[src/hw/tl_config.svh]
`ifndef TL_CONFIG_SVH
`define TL_CONFIG_SVH

// Clock cycles per timer tick.
`define TL_TICK_DIV 2

// Width of the phase timer down-counter.
`define TL_CNT_W 5

// ****************************************
// Phase durations, in timer ticks.
// ****************************************

`define TL_T_STARTUP 10
`define TL_T_GREEN 30
`define TL_T_YELLOW 5
`define TL_T_WALK 10

`endif

[src/hw/tl_phase_pkg.sv]
`include "tl_config.svh"

package tl_phase_pkg;

    // Controller phases. The normal cycle runs from ns_green to ew_yellow.
    typedef enum logic [2:0] {
        startup_flash = 3'd0,
        ns_green      = 3'd1,
        ns_yellow     = 3'd2,
        ew_green      = 3'd3,
        ew_yellow     = 3'd4,
        ped_walk      = 3'd5,
        emergency_red = 3'd6
    } phase_t;

    // Request from the FSM to the phase timer.
    typedef struct packed {
        logic                 load;      // One-cycle pulse on phase entry.
        logic [`TL_CNT_W-1:0] duration;  // Phase length in ticks.
    } timer_req_t;

endpackage

[src/hw/tl_lamp_pkg.sv]
package tl_lamp_pkg;

    // Lamp code for one road, as produced by the FSM.
    typedef enum logic [1:0] {
        flash  = 2'b00,
        green  = 2'b01,
        yellow = 2'b10,
        red    = 2'b11
    } lamp_code_t;

    // ****************************************
    // Lamp lines on the street
    // ****************************************

    // One bit per lamp head of a road.
    typedef struct packed {
        logic red;
        logic yellow;
        logic green;
    } lamp_lines_t;

endpackage

[src/hw/tl_phase_fsm.sv]
`include "tl_config.svh"

module tl_phase_fsm (
    input  logic                     clk,
    input  logic                     rst_n,
    input  logic                     emergency,
    input  logic                     ped_pending,
    input  logic                     count_done,
    output tl_phase_pkg::timer_req_t timer_req,
    output logic                     ped_served,
    output tl_phase_pkg::phase_t     phase,
    output tl_lamp_pkg::lamp_code_t  ns_code,
    output tl_lamp_pkg::lamp_code_t  ew_code,
    output logic                     walk,
    output logic                     emergency_active
);
    import tl_phase_pkg::*;
    import tl_lamp_pkg::*;

    phase_t               state;
    phase_t               state_next;
    logic                 entry_q;    // High in the first cycle of every phase.
    logic [`TL_CNT_W-1:0] duration;

    always_ff @(posedge clk or negedge rst_n) begin
        if (!rst_n) begin
            state   <= startup_flash;
            entry_q <= 1'b1;
        end else begin
            state   <= state_next;
            entry_q <= (state_next != state);
        end
    end

    // ****************************************
    // Next phase
    // ****************************************

    // Emergency wins over every phase and holds the FSM in all red.
    always_comb begin
        state_next = state;
        if (emergency) begin
            state_next = emergency_red;
        end else begin
            case (state)
                startup_flash: if (count_done) state_next = ns_green;
                ns_green:      if (count_done) state_next = ns_yellow;
                ns_yellow:     if (count_done) state_next = ew_green;
                ew_green:      if (count_done) state_next = ew_yellow;
                ew_yellow: begin
                    if (count_done) begin
                        state_next = ped_pending ? ped_walk : ns_green;
                    end
                end
                ped_walk:      if (count_done) state_next = ns_green;
                default:       state_next = startup_flash;  // Release goes back to flashing.
            endcase
        end
    end

    // ****************************************
    // Lamp codes and phase length
    // ****************************************

    always_comb begin
        ns_code  = red;
        ew_code  = red;
        duration = '0;
        case (state)
            startup_flash: begin
                ns_code  = flash;
                ew_code  = flash;
                duration = `TL_CNT_W'(`TL_T_STARTUP);
            end
            ns_green: begin
                ns_code  = green;
                duration = `TL_CNT_W'(`TL_T_GREEN);
            end
            ns_yellow: begin
                ns_code  = yellow;
                duration = `TL_CNT_W'(`TL_T_YELLOW);
            end
            ew_green: begin
                ew_code  = green;
                duration = `TL_CNT_W'(`TL_T_GREEN);
            end
            ew_yellow: begin
                ew_code  = yellow;
                duration = `TL_CNT_W'(`TL_T_YELLOW);
            end
            ped_walk: duration = `TL_CNT_W'(`TL_T_WALK);
            default: duration = '0;  // All red has no timeout.
        endcase
    end

    // The all-red phase is untimed, so it never loads the timer.
    assign timer_req = '{load: entry_q && (state != emergency_red), duration: duration};

    assign ped_served       = entry_q && (state == ped_walk);
    assign phase            = state;
    assign walk             = (state == ped_walk);
    assign emergency_active = (state == emergency_red);

endmodule

[src/hw/tl_phase_timer.sv]
`include "tl_config.svh"

module tl_phase_timer (
    input  logic                     clk,
    input  logic                     rst_n,
    input  tl_phase_pkg::timer_req_t timer_req,
    output logic                     tick,
    output logic                     count_done
);
    localparam int PRE_W = $clog2(`TL_TICK_DIV + 1);

    logic [PRE_W-1:0]     pre_q;
    logic [`TL_CNT_W-1:0] count_q;

    // ****************************************
    // Tick prescaler
    // ****************************************

    assign tick = (pre_q == PRE_W'(`TL_TICK_DIV - 1));

    always_ff @(posedge clk or negedge rst_n) begin
        if (!rst_n) begin
            pre_q <= '0;
        end else if (timer_req.load || tick) begin
            pre_q <= '0;  // A load realigns the tick to the phase start.
        end else begin
            pre_q <= pre_q + 1'b1;
        end
    end

    // ****************************************
    // Phase down-counter
    // ****************************************

    always_ff @(posedge clk or negedge rst_n) begin
        if (!rst_n) begin
            count_q <= '0;
        end else if (timer_req.load) begin
            count_q <= timer_req.duration;
        end else if (tick && (count_q != '0)) begin
            count_q <= count_q - 1'b1;
        end
    end

    // The last tick of a run ends the phase. A run cut short by a new load
    // must not leak a pulse into the phase that just started.
    assign count_done = tick && (count_q == `TL_CNT_W'(1)) && !timer_req.load;

endmodule

[src/hw/tl_input_cond.sv]
module tl_input_cond (
    input  logic clk,
    input  logic rst_n,
    input  logic emergency_in,
    input  logic ped_button,
    input  logic ped_served,
    output logic emergency,
    output logic ped_pending
);
    // First synchronizer stage, bit 0 for emergency and bit 1 for the button.
    logic [1:0] meta_q;

    always_ff @(posedge clk or negedge rst_n) begin
        if (!rst_n) begin
            meta_q <= '0;
        end else begin
            meta_q <= {ped_button, emergency_in};
        end
    end

    // ****************************************
    // Second stage
    // ****************************************

    always_ff @(posedge clk or negedge rst_n) begin
        if (!rst_n) begin
            emergency <= 1'b0;
        end else begin
            emergency <= meta_q[0];
        end
    end

    // The request latch doubles as the second stage of the button path.
    // A press seen in the serving cycle sets it again and waits for the
    // next walk phase.
    always_ff @(posedge clk or negedge rst_n) begin
        if (!rst_n) begin
            ped_pending <= 1'b0;
        end else begin
            ped_pending <= meta_q[1] | (ped_pending & ~ped_served);
        end
    end

endmodule

[src/hw/tl_lamp_driver.sv]
module tl_lamp_driver (
    input  logic                     clk,
    input  logic                     rst_n,
    input  tl_phase_pkg::phase_t     phase,
    input  tl_lamp_pkg::lamp_code_t  ns_code,
    input  tl_lamp_pkg::lamp_code_t  ew_code,
    input  logic                     tick,
    output tl_lamp_pkg::lamp_lines_t ns_lamps,
    output tl_lamp_pkg::lamp_lines_t ew_lamps
);
    import tl_phase_pkg::*;
    import tl_lamp_pkg::*;

    logic blink_q;  // Yellow state while flashing.

    // Exactly one line is lit per code, except the dark half of a blink.
    function automatic lamp_lines_t decode(input lamp_code_t code, input logic blink);
        lamp_lines_t lines;
        lines = '0;
        case (code)
            flash:   lines.yellow = blink;
            green:   lines.green  = 1'b1;
            yellow:  lines.yellow = 1'b1;
            default: lines.red    = 1'b1;
        endcase
        return lines;
    endfunction

    // ****************************************
    // Startup blink
    // ****************************************

    // The blink starts dark each time the startup phase is entered.
    always_ff @(posedge clk or negedge rst_n) begin
        if (!rst_n) begin
            blink_q <= 1'b0;
        end else if (phase != startup_flash) begin
            blink_q <= 1'b0;
        end else if (tick) begin
            blink_q <= ~blink_q;
        end
    end

    assign ns_lamps = decode(ns_code, blink_q);
    assign ew_lamps = decode(ew_code, blink_q);

endmodule

[src/hw/tl_intersection.sv]
module tl_intersection (
    input  logic                     clk,
    input  logic                     rst_n,
    input  logic                     emergency_in,
    input  logic                     ped_button,
    output tl_lamp_pkg::lamp_lines_t ns_lamps,
    output tl_lamp_pkg::lamp_lines_t ew_lamps,
    output logic                     walk,
    output logic                     emergency_active
);
    import tl_phase_pkg::*;
    import tl_lamp_pkg::*;

    timer_req_t timer_req;
    phase_t     phase;
    lamp_code_t ns_code;
    lamp_code_t ew_code;
    logic       tick;
    logic       count_done;
    logic       emergency;
    logic       ped_pending;
    logic       ped_served;

    tl_input_cond u_cond (
        .clk          (clk),
        .rst_n        (rst_n),
        .emergency_in (emergency_in),
        .ped_button   (ped_button),
        .ped_served   (ped_served),
        .emergency    (emergency),
        .ped_pending  (ped_pending)
    );

    tl_phase_fsm u_fsm (
        .clk              (clk),
        .rst_n            (rst_n),
        .emergency        (emergency),
        .ped_pending      (ped_pending),
        .count_done       (count_done),
        .timer_req        (timer_req),
        .ped_served       (ped_served),
        .phase            (phase),
        .ns_code          (ns_code),
        .ew_code          (ew_code),
        .walk             (walk),
        .emergency_active (emergency_active)
    );

    tl_phase_timer u_timer (
        .clk        (clk),
        .rst_n      (rst_n),
        .timer_req  (timer_req),
        .tick       (tick),
        .count_done (count_done)
    );

    // The timer tick also paces the startup blink.
    tl_lamp_driver u_lamps (
        .clk      (clk),
        .rst_n    (rst_n),
        .phase    (phase),
        .ns_code  (ns_code),
        .ew_code  (ew_code),
        .tick     (tick),
        .ns_lamps (ns_lamps),
        .ew_lamps (ew_lamps)
    );

endmodule

[config.mk]
export PLATFORM = sky130hd
export DESIGN_NAME = tl_intersection
export DESIGN_NICKNAME = d
export VERILOG_FILES = /design/src/hw/tl_phase_pkg.sv /design/src/hw/tl_lamp_pkg.sv /design/src/hw/tl_phase_fsm.sv /design/src/hw/tl_phase_timer.sv /design/src/hw/tl_input_cond.sv /design/src/hw/tl_lamp_driver.sv /design/src/hw/tl_intersection.sv
export VERILOG_INCLUDE_DIRS = /design/src /design/src/hw
export SDC_FILE = /design/constraint.sdc
export NUM_CORES = 1
export LEC_CHECK = 0
export BUFFER_PORTS_ARGS = -buffer_cell sky130_fd_sc_hd__buf_4
export CORE_UTILIZATION = 40
export DETAILED_ROUTE_END_ITERATION = 16
export PLACE_DENSITY_LB_ADDON = 0.08
export RECOVER_POWER = 50
export SKIP_LAST_GASP = 1
export SLEW_MARGIN = 20
export SYNTH_ARGS = -nofsm -noshare
export SYNTH_HDL_FRONTEND = slang
export SYNTH_SLANG_ARGS = --single-unit
[constraint.sdc]
create_clock -name clk -period 1.7 [get_ports clk]
set_input_delay 0.085 -clock clk [delete_from_list [all_inputs] [get_ports clk]]
set_output_delay 0.085 -clock clk [all_outputs]
set_load 0.01 [all_outputs]
Word level (Yosys, flattened, before mapping)

Cells that the tools add are included.

Flip-flop bits (word level): 16
Input bits: 4
Output and inout bits: 8
Logic and storage cells: 69

Add/sub/neg operators: 2
Eq/ne operators: 14
Mux-type cells: 22
Bitwise logic cells: 4
Reduce and logical (&&, ||, !) cells: 19

Operators with widths:

| kind                                                                | count |
|---|---|
| 3-bit two-way mux                                                   | 7 |
| 3-bit one-hot mux with 5 select lines                               | 1 |
| 5-bit one-hot mux with 3 select lines                               | 1 |
| 2-bit one-hot mux with 3 select lines                               | 2 |
| 5-bit two-way mux                                                   | 2 |
| 3-bit == test (second input constant)                               | 3 |
| 2-bit by 1-bit == test with 1-bit output (second input constant)    | 3 |
| 3-bit by 2-bit == test with 1-bit output (second input constant)    | 2 |
| 1-bit two-way mux                                                   | 6 |
| 2-bit OR reduction                                                  | 3 |
| 3-bit OR reduction                                                  | 2 |
| 5-bit by 1-bit == test with 1-bit output (second input constant)    | 1 |
| 1-bit logical AND                                                   | 5 |
| 5-bit nonzero test                                                  | 1 |
| 5-bit by 1-bit subtractor with 5-bit output (second input constant) | 1 |
| 2-bit == test (second input constant)                               | 2 |
| 2-bit logical NOT                                                   | 2 |
| 1-bit one-hot mux with 2 select lines                               | 2 |
| 2-bit nonzero test                                                  | 2 |
| 3-bit by 1-bit == test with 1-bit output (second input constant)    | 1 |
| 3-bit logical NOT                                                   | 1 |
| 3-bit inequality test                                               | 1 |
| 3-bit inequality test (second input constant)                       | 1 |
| 3-bit nonzero test                                                  | 1 |
| other kinds (7)                                                     | 8 |

Depth between registers and ports, before layout

Depth in word-level cells: 8
Mapped depth: 7
Gate-level depth less buffers: 6

By module

A second synthesis with hierarchy kept.

Cells, all modules: 98
Area total of the unflattened synthesis: 943.4 um2

By module, submodules not included:

| module         | times used | cells each | area an instance (um2) | sequential area each (um2) |
|---|---|---|---|---|
| tl_phase_timer | 1          | 44         | 430.4                  | 175.2 |
| tl_phase_fsm   | 1          | 37         | 315.3                  | 101.3 |
| tl_input_cond  | 1          | 6          | 111.4                  | 100.1 |
| tl_lamp_driver | 1          | 11         | 86.3                   | 25.0 |

Worst setup path after synthesis

OpenSTA, ideal clock, no wires.

Path kind: reg-to-reg
Start: register u_timer.count_q[0]
End: register u_timer.count_q[1]
Library setup time: 79 ps
Data arrival time: 1611 ps
Required time: 1621 ps
Path slack: 10 ps
Cell stages (with the launch flop): 7
Buffers on the path: 0
Period minus slack after synthesis: 1690 ps
Cell sequence: dfrtp_1 inv_1 ha_1 or4b_4 nand2_4 mux2_2 mux2i_1

Longest elaborated chain between the ends: 3
Elaborated cells between the ends (all ways): 6
Classes of those cells: add/sub: 1; mux: 2; reduce/logical: 3

Ends and longest elaborated chain:

| element                                                                           | line                                       | source |
|---|---|---|
| start: declaration                                                                | tl_phase_timer.sv:13                       | `` logic [`TL_CNT_W-1:0] count_q; `` |
| start signal: assignment                                                          | tl_phase_timer.sv:39                       | `count_q <= timer_req.duration;` |
| start signal: assignment                                                          | tl_phase_timer.sv:41                       | `count_q <= count_q - 1'b1;` |
| 5-bit by 1-bit subtractor with 5-bit output or 5-bit nonzero test (tied branches) | tl_phase_timer.sv:41, tl_phase_timer.sv:40 |  |
| 5-bit two-way mux or 1-bit logical AND (tied branches)                            | tl_phase_timer.sv:40                       | `end else if (tick && (count_q != '0)) begin` |
| 5-bit two-way mux or 2-bit nonzero test (tied branches)                           | -                                          |  |

Parallel ways exist; a longest one is shown, timed or not. The select of a mux whose other input is x is not followed.
A chain may end at the register's enable or synchronous reset.

Worst setup path in the final report

Start: register u_timer.count_q[1]
End: register u_timer.count_q[1]

Same word-level chain as after synthesis.

==> impl_metrics.yaml <==
clock_network:
  cts_tree: "built"
  h-tree-depth: 1
  root_buffer: "clkbuf_4"
  cts_buffer_depth: 2
  clk_pin_slew_ns: 0.10
  cts_sinks: 16
  worstSkewPairLatency_ns: 0.28
  cts_buffers: 3
route:
  drc: 0
  drt-pass1-iter-count: 2
  via_per_inst: 5.328
  detail-route-antenna-nets: 0
  drt-wirelength-per-cell_um: 13.15
  drtIter0Drc: 6
  via_count: 730
  wirelength_mm: 1.801
timing:
  hold_ws_ns: 0.3568
  worstMarginPinSlew_ns: 0.8803
  drv_slew: 0
  final.period_utilization_pct: 98.19
  maxSlewHeadroom_pct: 41.31
  setup_viol_count_final: 0
  finalWorstSetupSlack_ns: 0.03079
  fin_tns_setup_ns: 0
  rsz0062_at_grt: "yes"
  fin_crit_ns: 1.669
  clock_skew_ns: 0.005430
  finalHoldViolCount: 0
  clock.fmax_mhz: 599.1
layout:
  stdcell_area_um2: 1111
  stdcell_count: 137
  antenna_cells: 0
  syn_to_final_growth_pct: 25.25
  fillCellCount: 187
  finalNetCount: 119
  drive_gt1_share_pct: 30.00
floorplanning:
  die_area_um2: 2410
  core_area_um2: 2022
  std_cell_rows: 16
  die_h_um: 49.10
  dieWidth_um: 49.10
  start_util_pct: 43.87
  io_pins: 12
place:
  post-dp-hpwl_mm: 1.301
  placed_cells: 129
  gp_congestion: 0.7924
  postPlaceCellArea_um2: 1050
  io_buffers: 11
  pre_cts_slack_ns: 0.02879
job:
  maxCapViolCount: 0
global_routing:
  antenna_found_initial: 0
  grt_pass1_vias: 735
  grt_max_degree: 17
  grt_overflow: 0
  grt_pass1_wl_mm: 3.194
  gr-usage-all-layers_pct: 17.51
yosys:
  synth.distinct_cells: 36
  synth_cells: 87
  yosys_warnings: 0
  ys_seq_area_share_pct: 45.28
  synth.avg_cell_area_um2: 10.20
  synthesis.nets: 95
  ys.flop_type: "dfrtp_1"
  synth_edf_count: 0
  syn_area_um2: 887.1
  ys_seq_elements: 16
  synthArstFlopShare_pct: 100.0
power_and_ir_drop:
  p_leak_uw: 0.0004863
  powerDensity_nw_per_um2: 1221
  max-vdd-ir-drop_v: 0.0007573
status:
  status: "complete, no violations"
hold_path:
  min_path_type: "reg2reg"
setup_path:
  endpoint_kind: "flip-flop"
  worstSetupPathType: "reg2reg"
  crit_path_start_kind: "flip-flop"
  cp_slowest_cell: "or4b_4"
  cpPeakStageDelay_ns: 0.47
  worst-endpoint-arrival_ns: 1.89
  cp_max_fo: 3
  crit_chain: "inv_2 > ha_1 > or4b_4 > nand2_4 > mux2_2 > mux2i_1"
  worstPathRequired_ns: 1.92
[registers in the layout (all words and copies together) (netlist names)]
signal and cells:
u_cond.emergency 1, u_cond.meta_q 2, u_cond.ped_pending 1, u_fsm.entry_q 1
u_fsm.phase 3, u_lamps.blink_q 1, u_timer.count_q 5, u_timer.pre_q 2
[where the power goes]
part           internal, uW  switching, uW
Combinational           319            289
Sequential              466           69.3
Clock                  91.0            122
Total                   876            480
[critical path, delay by kind of cell, from the launching register on]
family                   cells  cell delay, ns
adder cells (fa/ha/maj)      1            0.12
flip-flops                   1            0.41
AND/OR/NAND/NOR              2            0.56
buffers and inverters        1            0.06
multiplexers                 2            0.44
[metrics by stage]
step	power [uW]	utilization, %
floorplan	911.0	-
global placement	1108	51.92
detailed placement	1117	51.92
CTS	1342	54.70
global route	1462	54.95
finish	1356	54.95
[cell usage after synthesis (2+ instances only)]
cell       n  area, um2
nor2_1     7      26.28
a21o_1     3      22.52
xnor2_1    2      17.52
a21oi_1    5      25.02
nor3_1     3      15.01
clkbuf_1   3      11.26
inv_1      4      15.01
xor2_1     3      26.28
o21a_1     2      15.01
nor2b_1    2      12.51
and2_1     2      12.51
mux2i_1    2      20.02
dfrtp_1   15      375.4
a22oi_1    3      22.52
nand2_1    4      15.01
ha_1       4      50.05
nand3_1    2      10.01
nor3b_1    3      22.52
[repair_timing]
action	CTS	global route
endpoints found under the setup margin	0	5
hold buffers	3	0
gates resized for setup	0	3
hold endpoints to repair	18	0
buffers inserted	0	1
[layout by cell type, fill, tap and decap left out, drive strengths merged, types with 2 or more instances in the layout]
| cell type | count |
|---|---|
| a21o | 3 |
| a21oi | 5 |
| clkbuf | 7 |
| ha | 4 |
| xor2 | 3 |
| xnor2 | 2 |
| nor2 | 7 |
| nand2 | 6 |
| mux2 | 2 |
| nor3 | 3 |
| o21a | 2 |
| nor3b | 3 |
| and2 | 2 |
| nand3 | 2 |
| o21ai | 2 |
| buf | 18 |
| inv | 4 |
| dlygate4sd3 | 3 |
| dfrtp | 15 |
| nor2b | 2 |
| a22oi | 3 |
| mux2i | 2 |
[final timing paths]
kind	endpoint	startpoint	depth (start not counted)	slack [ns]
worst min-delay path	u_cond.emergency	u_cond.meta_q[0]	0	0.36
max in group asynchronous	u_fsm.phase[0]	rst_n	2	0.68
worst max-delay path	u_timer.count_q[1]	u_timer.count_q[1]	6	0.03
worst min register to register	u_cond.emergency	u_cond.meta_q[0]	0	0.36
worst max register to register	u_timer.count_q[1]	u_timer.count_q[1]	6	0.03
min in group asynchronous	u_timer.count_q[0]	rst_n	2	0.42
[kinds of logic after synthesis]
kind of cell / Yosys count / share of synthesized area (%)
AOI/OAI and AO/OA: 19 / 15.09
xor gates and xnor gates: 5 / 4.937
adders and majority gates: 4 / 5.642
buffers and inverters: 9 / 4.089
DFF: 16 / 45.28
muxes: 4 / 4.795
and+or+nand+nor: 30 / 20.17
[per-layer routing]
layer	share of wire, %	GRT usage (%)
met2	47	27.85
met3	2.9	2.804
met4	0.78	7.353
met1	49	23.46
met5	0	0
[cell type report]
cell class	instances	area [um2]	share of cell area, %
multi-input combinational	62	449.2	40.43
sequential	16	402.9	36.26
timing repair buffer	24	183.9	16.55
tap	27	33.78	3.041
clock buffer	4	26.28	2.365
inverter	4	15.01	1.351
Power figures use the tool's default switching activity.
